[src/hdl/decode_consts.svh]
/*
 * Sizes shared by the decode front end, its package and its testbench.
 * Include wherever a width or depth is needed.
 */
`ifndef DECODE_CONSTS_SVH
`define DECODE_CONSTS_SVH

// data path and pc width
`define XLEN 64

// architectural register index
`define REG_IDX_W 5

// default number of micro-instructions buffered ahead of issue
`define INSTR_Q_DEPTH 4

// one-hot flags carried by a micro-instruction, rvc included
`define MICRO_OP_FLAGS 61

`endif
[src/hdl/decode_pkg.sv]
/*
 * Types for the decode front end: the instruction word in its six layouts,
 * the one-hot micro-op flags and the entries moved between the stages.
 */
`default_nettype none
`include "decode_consts.svh"

package decode_pkg;

	// register-register layout
	typedef struct packed {
		logic [6:0] funct7;
		logic [4:0] rs2;
		logic [4:0] rs1;
		logic [2:0] funct3;
		logic [4:0] rd;
		logic [6:0] opcode;
	} r_fmt_t;

	typedef struct packed {
		logic [11:0] imm12;
		logic [4:0]  rs1;
		logic [2:0]  funct3;
		logic [4:0]  rd;
		logic [6:0]  opcode;
	} i_fmt_t;

	typedef struct packed {
		logic [6:0] imm_hi;
		logic [4:0] rs2;
		logic [4:0] rs1;
		logic [2:0] funct3;
		logic [4:0] imm_lo;
		logic [6:0] opcode;
	} s_fmt_t;

	// branch offset is scattered, bit 0 is implied zero
	typedef struct packed {
		logic       imm12;
		logic [5:0] imm10_5;
		logic [4:0] rs2;
		logic [4:0] rs1;
		logic [2:0] funct3;
		logic [3:0] imm4_1;
		logic       imm11;
		logic [6:0] opcode;
	} b_fmt_t;

	typedef struct packed {
		logic [19:0] imm20;
		logic [4:0]  rd;
		logic [6:0]  opcode;
	} u_fmt_t;

	typedef struct packed {
		logic       imm20;
		logic [9:0] imm10_1;
		logic       imm11;
		logic [7:0] imm19_12;
		logic [4:0] rd;
		logic [6:0] opcode;
	} j_fmt_t;

	typedef union packed {
		r_fmt_t r;
		i_fmt_t i;
		s_fmt_t s;
		b_fmt_t b;
		u_fmt_t u;
		j_fmt_t j;
	} instr_word_u;

	// one-hot flags, msb first, grouped by instruction class
	typedef struct packed {
		logic rv64i_lui, rv64i_auipc, rv64i_jal, rv64i_jalr;
		logic rv64i_beq, rv64i_bne, rv64i_blt, rv64i_bge, rv64i_bltu, rv64i_bgeu;
		logic rv64i_lb, rv64i_lh, rv64i_lw, rv64i_ld, rv64i_lbu, rv64i_lhu, rv64i_lwu;
		logic rv64i_sb, rv64i_sh, rv64i_sw, rv64i_sd;
		logic rv64i_addi, rv64i_addiw, rv64i_slti, rv64i_sltiu, rv64i_xori;
		logic rv64i_ori, rv64i_andi, rv64i_slli, rv64i_slliw, rv64i_srli;
		logic rv64i_srliw, rv64i_srai, rv64i_sraiw;
		logic rv64i_add, rv64i_addw, rv64i_sub, rv64i_subw, rv64i_sll, rv64i_sllw;
		logic rv64i_slt, rv64i_sltu, rv64i_xor, rv64i_srl, rv64i_srlw, rv64i_sra;
		logic rv64i_sraw, rv64i_or, rv64i_and;
		logic rv64i_fence, rv64zi_fence_i;
		logic rv64i_ecall, rv64i_ebreak;
		logic rv64csr_rw, rv64csr_rs, rv64csr_rc, rv64csr_rwi, rv64csr_rsi, rv64csr_rci;
		logic privil_mret;
		logic is_rvc;
	} micro_op_t;

	typedef struct packed {
		micro_op_t               op;
		logic [`XLEN-1:0]        pc;
		logic [`XLEN-1:0]        imm;
		logic [5:0]              shamt;
		logic [`REG_IDX_W-1:0]   rd0;
		logic [`REG_IDX_W-1:0]   rs1;
		logic [`REG_IDX_W-1:0]   rs2;
	} micro_instr_t;

	// what fetch hands to decode
	typedef struct packed {
		instr_word_u      instr;
		logic [`XLEN-1:0] pc;
	} fetch_entry_t;

endpackage

`default_nettype wire

[src/hdl/decode_front.sv]
/*
 * Decode front end top: fetch latch, decoder and instruction queue in a row.
 * Fetch is throttled by fetch_stall, issue pulls with issue_pop.
 */
`timescale 1ns/1ns
`default_nettype none
`include "decode_consts.svh"

module decode_front (
	input  wire                          clk,
	input  wire                          rst,
	input  wire                          fetch_valid,
	input  wire decode_pkg::instr_word_u fetch_instr,
	input  wire [`XLEN-1:0]              fetch_pc,
	output logic                         fetch_stall,
	input  wire                          issue_pop,
	output logic                         issue_valid,
	output decode_pkg::micro_instr_t     issue_instr
);

	wire                           entry_valid;
	wire decode_pkg::fetch_entry_t entry;
	wire                           q_full;
	wire                           q_push;
	wire decode_pkg::micro_instr_t q_data;

	fetch_latch u_fetch_latch (
		.clk         (clk),
		.rst         (rst),
		.fetch_valid (fetch_valid),
		.fetch_instr (fetch_instr),
		.fetch_pc    (fetch_pc),
		// a push into the queue frees the latch
		.entry_taken (q_push),
		.entry_valid (entry_valid),
		.entry       (entry),
		.fetch_stall (fetch_stall)
	);

	instr_decoder u_instr_decoder (
		.entry_valid (entry_valid),
		.entry       (entry),
		.q_full      (q_full),
		.q_push      (q_push),
		.q_data      (q_data)
	);

	instr_queue #(
		.DEPTH (`INSTR_Q_DEPTH)
	) u_instr_queue (
		.clk         (clk),
		.rst         (rst),
		.q_push      (q_push),
		.q_data      (q_data),
		.q_full      (q_full),
		.issue_pop   (issue_pop),
		.issue_valid (issue_valid),
		.issue_instr (issue_instr)
	);

endmodule

`default_nettype wire

[src/hdl/instr_queue.sv]
/*
 * Circular FIFO of decoded micro-instructions ahead of issue.
 * Full is taken from the registered count, so a pop does not free a slot early.
 */
`timescale 1ns/1ns
`default_nettype none

module instr_queue #(
	parameter int DEPTH = 4
) (
	input  wire                             clk,
	input  wire                             rst,
	input  wire                             q_push,
	input  wire decode_pkg::micro_instr_t   q_data,
	output logic                            q_full,
	input  wire                             issue_pop,
	output logic                            issue_valid,
	output decode_pkg::micro_instr_t        issue_instr
);

	localparam int PTR_W = (DEPTH > 1) ? $clog2(DEPTH) : 1;

	decode_pkg::micro_instr_t mem [DEPTH];

	logic [PTR_W-1:0] wr_ptr;
	logic [PTR_W-1:0] rd_ptr;
	logic [PTR_W:0]   count;
	logic             do_push;
	logic             do_pop;

	// wrap at DEPTH, which need not be a power of two
	function automatic logic [PTR_W-1:0] ptr_next(input logic [PTR_W-1:0] ptr);
		ptr_next = (ptr == PTR_W'(DEPTH - 1)) ? '0 : ptr + 1'b1;
	endfunction

	assign q_full      = (count == (PTR_W + 1)'(DEPTH));
	assign issue_valid = (count != '0);
	assign issue_instr = mem[rd_ptr];

	assign do_push = q_push & ~q_full;
	assign do_pop  = issue_pop & issue_valid;

	always_ff @(posedge clk) begin
		if (rst) begin
			wr_ptr <= '0;
			rd_ptr <= '0;
			count <= '0;
		end else begin
			if (do_push) begin
				wr_ptr <= ptr_next(wr_ptr);
			end
			if (do_pop) begin
				rd_ptr <= ptr_next(rd_ptr);
			end
			// simultaneous push and pop leave the count alone
			if (do_push & ~do_pop) begin
				count <= count + 1'b1;
			end else if (do_pop & ~do_push) begin
				count <= count - 1'b1;
			end
		end
	end

	always_ff @(posedge clk) begin
		if (do_push) begin
			mem[wr_ptr] <= q_data;
		end
	end

endmodule

`default_nettype wire

[src/hdl/instr_decoder.sv]
/*
 * Combinational RV64I/Zicsr/Zifencei decoder. Turns the latched word into a
 * micro-instruction and pushes it into the queue when there is room.
 */
`timescale 1ns/1ns
`default_nettype none
`include "decode_consts.svh"

module instr_decoder (
	input  wire                           entry_valid,
	input  wire decode_pkg::fetch_entry_t entry,
	input  wire                           q_full,
	output logic                          q_push,
	output decode_pkg::micro_instr_t      q_data
);

	wire decode_pkg::instr_word_u instr = entry.instr;

	wire [6:0] opcode = instr.r.opcode;
	wire [2:0] funct3 = instr.r.funct3;
	wire [6:0] funct7 = instr.r.funct7;

	// major opcode split into its three fields
	wire [1:0] opc_high = opcode[6:5];
	wire [2:0] opc_mid  = opcode[4:2];
	wire       word32   = (opcode[1:0] == 2'b11);

	wire op_load     = word32 & (opc_high == 2'b00) & (opc_mid == 3'b000);
	wire op_misc_mem = word32 & (opc_high == 2'b00) & (opc_mid == 3'b011);
	wire op_op_imm   = word32 & (opc_high == 2'b00) & (opc_mid == 3'b100);
	wire op_auipc    = word32 & (opc_high == 2'b00) & (opc_mid == 3'b101);
	wire op_op_imm32 = word32 & (opc_high == 2'b00) & (opc_mid == 3'b110);
	wire op_store    = word32 & (opc_high == 2'b01) & (opc_mid == 3'b000);
	wire op_op       = word32 & (opc_high == 2'b01) & (opc_mid == 3'b100);
	wire op_lui      = word32 & (opc_high == 2'b01) & (opc_mid == 3'b101);
	wire op_op_32    = word32 & (opc_high == 2'b01) & (opc_mid == 3'b110);
	wire op_branch   = word32 & (opc_high == 2'b11) & (opc_mid == 3'b000);
	wire op_jalr     = word32 & (opc_high == 2'b11) & (opc_mid == 3'b001);
	wire op_jal      = word32 & (opc_high == 2'b11) & (opc_mid == 3'b011);
	wire op_system   = word32 & (opc_high == 2'b11) & (opc_mid == 3'b100);

	// funct3 as one-hot, f3[n] means funct3 == n
	wire [7:0] f3 = 8'b1 << funct3;
	wire f7_zero = (funct7 == 7'b0000000);
	wire f7_alt  = (funct7 == 7'b0100000);

	// 64-bit shifts give funct7[0] to shamt[5]
	wire sh64_log = (funct7[6:1] == 6'b000000);
	wire sh64_ari = (funct7[6:1] == 6'b010000);

	wire rv64i_beq  = op_branch & f3[0];
	wire rv64i_bne  = op_branch & f3[1];
	wire rv64i_blt  = op_branch & f3[4];
	wire rv64i_bge  = op_branch & f3[5];
	wire rv64i_bltu = op_branch & f3[6];
	wire rv64i_bgeu = op_branch & f3[7];
	wire any_branch = rv64i_beq | rv64i_bne | rv64i_blt | rv64i_bge | rv64i_bltu | rv64i_bgeu;

	wire rv64i_sb  = op_store & f3[0];
	wire rv64i_sh  = op_store & f3[1];
	wire rv64i_sw  = op_store & f3[2];
	wire rv64i_sd  = op_store & f3[3];
	wire any_store = rv64i_sb | rv64i_sh | rv64i_sw | rv64i_sd;

	wire rv64i_jalr = op_jalr & f3[0];
	wire [6:0] loads = {op_load & f3[0], op_load & f3[1], op_load & f3[2], op_load & f3[3],
		op_load & f3[4], op_load & f3[5], op_load & f3[6]};

	wire [12:0] imm_alu = {
		op_op_imm & f3[0], op_op_imm32 & f3[0], op_op_imm & f3[2], op_op_imm & f3[3],
		op_op_imm & f3[4], op_op_imm & f3[6], op_op_imm & f3[7],
		op_op_imm & f3[1] & sh64_log, op_op_imm32 & f3[1] & f7_zero,
		op_op_imm & f3[5] & sh64_log, op_op_imm32 & f3[5] & f7_zero,
		op_op_imm & f3[5] & sh64_ari, op_op_imm32 & f3[5] & f7_alt};

	// add addw sub subw sll sllw slt sltu xor srl srlw sra sraw or and
	wire [14:0] reg_alu = {
		op_op & f3[0] & f7_zero, op_op_32 & f3[0] & f7_zero,
		op_op & f3[0] & f7_alt, op_op_32 & f3[0] & f7_alt,
		op_op & f3[1] & f7_zero, op_op_32 & f3[1] & f7_zero,
		op_op & f3[2] & f7_zero, op_op & f3[3] & f7_zero, op_op & f3[4] & f7_zero,
		op_op & f3[5] & f7_zero, op_op_32 & f3[5] & f7_zero,
		op_op & f3[5] & f7_alt, op_op_32 & f3[5] & f7_alt,
		op_op & f3[6] & f7_zero, op_op & f3[7] & f7_zero};

	wire rv64i_fence    = op_misc_mem & f3[0];
	wire rv64zi_fence_i = op_misc_mem & f3[1];
	wire rv64i_ecall    = op_system & f3[0] & (instr.i.imm12 == 12'h000);
	wire rv64i_ebreak   = op_system & f3[0] & (instr.i.imm12 == 12'h001);
	wire [5:0] csr_ops  = {op_system & f3[1], op_system & f3[2], op_system & f3[3],
		op_system & f3[5], op_system & f3[6], op_system & f3[7]};

	// mret only as its exact encoding
	wire privil_mret = (instr == 32'h3020_0073);

	wire [`MICRO_OP_FLAGS-1:0] op_vec = {
		op_lui, op_auipc, op_jal, rv64i_jalr,
		rv64i_beq, rv64i_bne, rv64i_blt, rv64i_bge, rv64i_bltu, rv64i_bgeu,
		loads, rv64i_sb, rv64i_sh, rv64i_sw, rv64i_sd,
		imm_alu, reg_alu,
		rv64i_fence, rv64zi_fence_i,
		rv64i_ecall, rv64i_ebreak, csr_ops,
		privil_mret,
		1'b0};

	// format groups for the immediate, R type falls through to zero
	wire fmt_i = rv64i_jalr | (|loads) | (|imm_alu) | rv64i_fence | rv64zi_fence_i | (|csr_ops);
	wire fmt_u = op_lui | op_auipc;

	wire [`XLEN-1:0] imm_i = {{(`XLEN-12){instr.i.imm12[11]}}, instr.i.imm12};
	wire [`XLEN-1:0] imm_s = {{(`XLEN-12){instr.s.imm_hi[6]}}, instr.s.imm_hi, instr.s.imm_lo};
	wire [`XLEN-1:0] imm_b = {{(`XLEN-12){instr.b.imm12}}, instr.b.imm11,
		instr.b.imm10_5, instr.b.imm4_1, 1'b0};
	wire [`XLEN-1:0] imm_u = {{(`XLEN-32){instr.u.imm20[19]}}, instr.u.imm20, 12'b0};
	wire [`XLEN-1:0] imm_j = {{(`XLEN-20){instr.j.imm20}}, instr.j.imm19_12, instr.j.imm11,
		instr.j.imm10_1, 1'b0};

	wire [`XLEN-1:0] imm = ({`XLEN{fmt_i}} & imm_i)
		| ({`XLEN{any_store}} & imm_s)
		| ({`XLEN{any_branch}} & imm_b)
		| ({`XLEN{fmt_u}} & imm_u)
		| ({`XLEN{op_jal}} & imm_j);

	// these write no register
	wire no_rd = any_branch | any_store | rv64i_fence | rv64zi_fence_i
		| rv64i_ecall | rv64i_ebreak;

	assign q_data.op    = op_vec;
	assign q_data.pc    = entry.pc;
	assign q_data.imm   = imm;
	assign q_data.shamt = {funct7[0], instr.r.rs2};
	assign q_data.rd0   = no_rd ? '0 : instr.r.rd;
	assign q_data.rs1   = instr.r.rs1;
	assign q_data.rs2   = instr.r.rs2;

	assign q_push = entry_valid & ~q_full;

endmodule

`default_nettype wire

[src/hdl/fetch_latch.sv]
/*
 * One-entry register between fetch and decode.
 * Holds its instruction until decode hands it to the queue.
 */
`timescale 1ns/1ns
`default_nettype none
`include "decode_consts.svh"

module fetch_latch (
	input  wire                          clk,
	input  wire                          rst,
	input  wire                          fetch_valid,
	input  wire decode_pkg::instr_word_u fetch_instr,
	input  wire [`XLEN-1:0]              fetch_pc,
	input  wire                          entry_taken,
	output logic                         entry_valid,
	output decode_pkg::fetch_entry_t     entry,
	output logic                         fetch_stall
);

	logic load;

	// the held entry is stuck unless decode moves it this cycle
	assign fetch_stall = entry_valid & ~entry_taken;

	// room when empty or when the current entry leaves now
	assign load = fetch_valid & ~fetch_stall;

	always_ff @(posedge clk) begin
		if (rst) begin
			entry_valid <= 1'b0;
		end else if (load) begin
			entry_valid <= 1'b1;
		end else if (entry_taken) begin
			entry_valid <= 1'b0;
		end
	end

	always_ff @(posedge clk) begin
		if (load) begin
			entry.instr <= fetch_instr;
			entry.pc <= fetch_pc;
		end
	end

endmodule

`default_nettype wire

[config.mk]
export PLATFORM = sky130hd
export DESIGN_NAME = decode_front
export DESIGN_NICKNAME = d
export VERILOG_FILES = /design/src/hdl/decode_pkg.sv /design/src/hdl/decode_front.sv /design/src/hdl/instr_queue.sv /design/src/hdl/instr_decoder.sv /design/src/hdl/fetch_latch.sv
export VERILOG_INCLUDE_DIRS = /design/src /design/src/hdl
export SDC_FILE = /design/constraint.sdc
export NUM_CORES = 1
export LEC_CHECK = 0
export ABC_CLOCK_PERIOD_IN_PS = 6100
export BUFFER_PORTS_ARGS = -buffer_cell sky130_fd_sc_hd__buf_4
export CORE_MARGIN = 2
export CORE_UTILIZATION = 50
export DETAILED_ROUTE_END_ITERATION = 8
export HOLD_SLACK_MARGIN = 0.06
export PLACE_DENSITY = 0.8
export SYNTH_ARGS = -nofsm -noshare
export SYNTH_HDL_FRONTEND = slang
export SYNTH_SLANG_ARGS = --single-unit
[constraint.sdc]
create_clock -name clk -period 6.1 [get_ports clk]
set_input_delay 1.22 -clock clk [delete_from_list [all_inputs] [get_ports clk]]
set_output_delay 1.22 -clock clk [all_outputs]
set_load 0.1 [all_outputs]
==> Yosys cells after proc, flatten, opt, wreduce, memory -nomap -nowiden <==
Memory sizes are Yosys's and may differ from the RTL's. A register that Yosys moved wholly into a read port is not among the register bits.
Cells that the tools add are included.
{ "classes": {"reduce_logical": 11, "add_sub_neg": 4, "eq_ne": 15, "n_bitwise": 128, "n_mux": 11, "n_shift": 1} }
{ "ops": {"columns": ["op", "n"], "rows": [
  ["64-bit bitwise AND", 5],
  ["64-bit bitwise OR", 4],
  ["1-bit bitwise AND", 95],
  ["32-bit by 30-bit == test with 1-bit output (second input constant)", 1],
  ["1-bit bitwise OR", 19],
  ["13-bit OR reduction", 1],
  ["12-bit by 1-bit == test with 1-bit output (second input constant)", 1],
  ["3-bit == test (second input constant)", 4],
  ["12-bit zero test", 1],
  ["2-bit == test (second input constant)", 4],
  ["2-bit two-way mux", 4],
  ["1-bit by 3-bit left shift with 8-bit output (first input constant)", 1],
  ["7-bit by 6-bit == test with 1-bit output (second input constant)", 1],
  ["7-bit zero test", 1],
  ["7-bit OR reduction", 1],
  ["6-bit by 5-bit == test with 1-bit output (second input constant)", 1],
  ["6-bit zero test", 1],
  ["3-bit two-way mux", 2],
  ["6-bit OR reduction", 1],
  ["5-bit two-way mux", 1],
  ["1-bit NOT", 5],
  ["2-bit by 1-bit adder with 2-bit output (second input constant)", 2],
  ["1-bit two-way mux", 4],
  ["2-bit nonzero test", 2],
  ["other kinds (8)", 8]
]} }
{ "word_totals": {"ram_bits": 836, "memories": 1, "input_bits": 100, "reg_bits": 104, "out_inout_bits": 212} }
{ "memory_table": {"columns": ["name", "words", "width", "rd", "rd_ports_with_merged_regs", "write_ports", "line", "text"], "rows": [
  ["u_instr_queue.mem", 4, 209, 1, 1, 1, "instr_queue.sv:23", "decode_pkg::micro_instr_t mem [DEPTH];"]
]} }

==> Longest topological paths before layout <==
{ "logic_depth": {"ltp_word": 15, "mapped_depth": 9, "ltp_nobuf": 8} }

==> Cells and area by module <==
From an unflattened synthesis, not the netlist that was laid out.
{ "unflattened": {"cells_unflattened": 1630, "hier_area_um2": 36394.9} }
{ "modules_own_cells": {"columns": ["module", "seq_area_each_um2", "cells_per_inst", "n_inst", "area_per_inst_um2"], "rows": [
  ["instr_queue", 25404.4, 1147, 1, 30992.2],
  ["fetch_latch", 2902.8, 100, 1, 2932.8],
  ["instr_decoder", 0.0, 383, 1, 2469.9]
]} }

==> Worst setup path after synthesis <==
No wires, ideal clock.
{ "synth_path": {"kind": "input-to-reg", "start": "in fetch_valid", "end": "reg u_fetch_latch.entry[0] (netlist name)", "required_time_ns": 5.539, "path_buffers": 0, "setup_slack_ns": 0.138, "stages": 1, "setup_time_ns": 0.561, "arrival_time_ns": 5.401, "cell_sequence": "nor2b_1"} }
{ "synth_between": {"elab_chain_cells": 1} }
{ "synth_lines": {"columns": ["item", "line", "text"], "rows": [
  ["start, declared", "decode_front.sv:12", "input wire fetch_valid,"],
  ["1-bit bitwise AND", "fetch_latch.sv:27", "assign load = fetch_valid & ~fetch_stall;"]
]} }
Every way passes these cells.
A chain may end at the register's enable or synchronous reset.

==> metrics.txt <==
status finished clean; Post-Syn Area slightly below 30,000 µm²; Finished Layout Cells roughly 2,500; clk root buf sky130_fd_sc_hd__clkbuf_16; maximum buffer depth of the clock tree 3; hold path startpoint u_fetch_latch.entry[59]; number of hold violations in the final report 0; final worst path period share 0.688; launching point of the worst reg2reg path u_fetch_latch.entry[76]; Mapped Nets roughly 1,400; htree depth 3; worst setup skew after layout 0.0239 ns; proportion of synthesized chip area in sequential cells 0.805; family with the most delay on the worst path flip-flops; final WL 61.2 mm; Yosys warnings 0; critical path's most frequent cell sky130_fd_sc_hd__buf_4; flops & latches, synth 794; num rows between 80 and 90; die area about 61,000 µm²; worst hold endpoint u_instr_queue.mem[2][144]; net switching power ~6.5 mW; capturing element type of the critical path output port; Data required, critical path between 4 and 5 ns; crit path kind reg2out; number of buffers added to fix hold violations after cts 0; WL per Instance around 25 µm; first-pass GRT wire length roughly 90 mm; cell total after placement 2,322; peak per-stage delay on the critical path between 0.8 and 0.9 ns; count of buffering cells on the critical path with inverters included 2; peak supply drop 0.473 mV; leakage power of the design roughly 11 nW; depth of the worst register-to-register path 6; register-to-register setup slack roughly 2.7 ns; most common flop cell mapped by yosys sky130_fd_sc_hd__edfxtp_1; starting utilization of the core area 0.503; max capacitance violation total 0; unrepaired setup endpoints after global routing false; Via-to-Cell Ratio 5.67; clock tree from TritonCTS yes; ANT nets after route 0; Comb power frac 0.334; placer congestion estimate between 0.8 and 0.9; FF-to-FF End u_instr_queue.mem[1][35]; clock latency at the later pin of the worst-skew pair 0.62 ns; number of distinct standard cells referenced by the synthesized netlist 50; number of flops mapped to enable cells by yosys between 700 and 800; switching share of power 0.387; share of synthesized registers carrying an async set or reset 0; crit path max fanout 39; pin count of the biggest net entering global routing 112; HPWL reported at the end of detailed placement between 30 and 40 mm; DRC violation total after the first TritonRoute iteration 1,076; first-pass detailed-route iteration total 5; final setup violation count 0; Hold Path Stages 0; Reg power frac 0.386; signal arrival time at the worst endpoint 2.98 ns; Worst path slowest cell sky130_fd_sc_hd__dfxtp_4; count of instances resized after the clock tree is built 0; Tot GR Track Use 0.201; Internal approximately 10 mW; Die Width around 250 µm; chip height between 200 and 250 µm; count of buffers inserted at the top-level ports 310; global route overflow 0; clock-pin slew reported for the worst setup and hold paths after clock tree synthesis around 0.060 ns; list of cells traversed by the critical path buf_4 -> mux4_2 -> buf_4; layout cell share with drive strength beyond 1 0.375; clock sink count around 800; normalized max-slew margin 0.372; number of nets in the finished design about 1,700; area of the core region 58,700 µm²; final number of max-transition violations 0; CTS buffer count a little under 80; vias in the first global route between 10,000 and 15,000; sum of negative setup slack 0 ns; max frequency 238 MHz; actual slew at the worst max-slew pin between 0.9 and 1 ns; DRC violations left 0; synthesis-to-finish area growth 18.8%; minimum period implied by the final worst setup slack between 4 and 5 ns; type of the tightest min-delay check reg2reg; Final Total Pwr about 17 mW; Post CTS Setup Buffer Count 0; count of mapped cells out of synthesis 1,310; clock group share of total power 0.280; antenna violations before repair 1; total via count after detailed routing 14,000; IO Pins ~310; syn avg cell area 22.5 µm²; startpoint kind of the worst setup timing path flip-flop; fill cell count between 4,000 and 5,000; power density over the cells 480 nW/µm²
## kinds of logic after synthesis
family	Yosys count	share of synthesized area
flops	794	0.805
other cells	1	0.000127
compound gates	30	0.00573
mux	176	0.133
xor+xnor	2	0.000594
buf+inv	94	0.0179
fa+ha+maj	7	0.00322
simple gates	206	0.0346
## state kept, by name, indices dropped and copies added (netlist names), named ones only
signal and cells:
u_fetch_latch.entry 96, u_instr_queue.wr_ptr 2, u_fetch_latch.entry_valid 1, u_instr_queue.rd_ptr 2, u_instr_queue.mem 688, u_instr_queue.count 3
## worst max path at each step
stage           startpoint  slack (ns)                     end  depth (start not counted)
2_1_floorplan  fetch_valid        0.14  u_fetch_latch.entry[0]                          1
3_3_place_gp     flip-flop        2.47          issue_instr[3]                          3
3_5_place_dp     flip-flop        2.43         issue_instr[18]                          3
4_1_cts          flip-flop        1.77         issue_instr[18]                          3
5_1_grt          flip-flop        1.64         issue_instr[18]                          3
6_report         flip-flop        1.90         issue_instr[18]                          3
## metrics by stage
stage	worst slack (ns)	cell area, µm²	util	hold WS, ns
4_1_cts	1.77	35000	0.597	0.496
3_3_place_gp	2.47	32500	0.554	0.449
5_1_grt	1.64	35000	0.597	0.508
2_1_floorplan	0.138	29500	-	0.454
6_report	1.90	35000	0.597	0.494
3_5_place_dp	2.43	32500	0.554	0.483
## cells in the mapped netlist, types with 3 or more instances
cell                         n  area (µm²)
sky130_fd_sc_hd__mux4_2    172        3870
sky130_fd_sc_hd__nand4_1     3        18.8
sky130_fd_sc_hd__or3_1       6        37.5
sky130_fd_sc_hd__nor2_1     67         251
sky130_fd_sc_hd__nand2b_1    5        31.3
sky130_fd_sc_hd__mux2i_1     3        30.0
sky130_fd_sc_hd__or2_2       3        18.8
sky130_fd_sc_hd__and2b_1     6        45.0
sky130_fd_sc_hd__dfxtp_1    10         200
sky130_fd_sc_hd__nand2_1    51         191
sky130_fd_sc_hd__nand3b_1    4        30.0
sky130_fd_sc_hd__clkbuf_1   23        86.3
sky130_fd_sc_hd__and2_1     10        62.6
sky130_fd_sc_hd__buf_4      39         293
sky130_fd_sc_hd__edfxtp_1  784       23500
sky130_fd_sc_hd__nor4_1      5        31.3
sky130_fd_sc_hd__o21ai_0    15        75.1
sky130_fd_sc_hd__nand3_1     8        40.0
sky130_fd_sc_hd__o21ai_1     4        20.0
sky130_fd_sc_hd__ha_1        6        75.1
sky130_fd_sc_hd__buf_1      14        52.6
sky130_fd_sc_hd__a21oi_1     5        25.0
sky130_fd_sc_hd__inv_1       4        15.0
sky130_fd_sc_hd__buf_2      12        60.1
sky130_fd_sc_hd__nor2b_1     3        18.8
sky130_fd_sc_hd__nor3_1     19        95.1
## cell type report
type	count	area [µm²]	share of cell area
inverters	4	15.0	0.000428
diodes	1	2.50	0.0000714
well taps	773	967	0.0276
multi-input cells	422	5240	0.149
clock inverters	48	477	0.0136
flip-flops and latches	794	23800	0.678
repair buffers	329	2560	0.0730
clock buffers	93	2040	0.0582
## per-layer routing
layer	global-route usage	share of wire	up-vias
li1	-	-	6001
met1	0.267	0.39	7275
met2	0.332	0.51	591
met3	0.0473	0.078	100
met4	0.0641	0.023	0
met5	0	0	-
## power by group through the flow
stage	combinational (mW)	sequential, mW	clock [mW]
after CTS	5.67	6.51	4.82
after global placement	5.64	6.59	0
after global routing	5.78	6.54	5.02
final	5.62	6.50	4.72
after detailed placement	5.66	6.62	0
after floorplan	4.70	6.53	0
## cells in the final DEF, fill, tap and decap left out, types with 8 or more instances in the layout
master                      count
sky130_fd_sc_hd__bufinv_16      8
sky130_fd_sc_hd__o21ai_0       15
sky130_fd_sc_hd__nor3_1        19
sky130_fd_sc_hd__dfxtp_1        8
sky130_fd_sc_hd__clkbuf_16     79
sky130_fd_sc_hd__nand3_1        8
sky130_fd_sc_hd__nor2_1        67
sky130_fd_sc_hd__clkinv_1      13
sky130_fd_sc_hd__mux4_2       172
sky130_fd_sc_hd__buf_4        322
sky130_fd_sc_hd__clkinv_2      14
sky130_fd_sc_hd__nand2_1       51
sky130_fd_sc_hd__clkbuf_1      13
sky130_fd_sc_hd__edfxtp_1     784
Power figures use the tool's default switching activity.
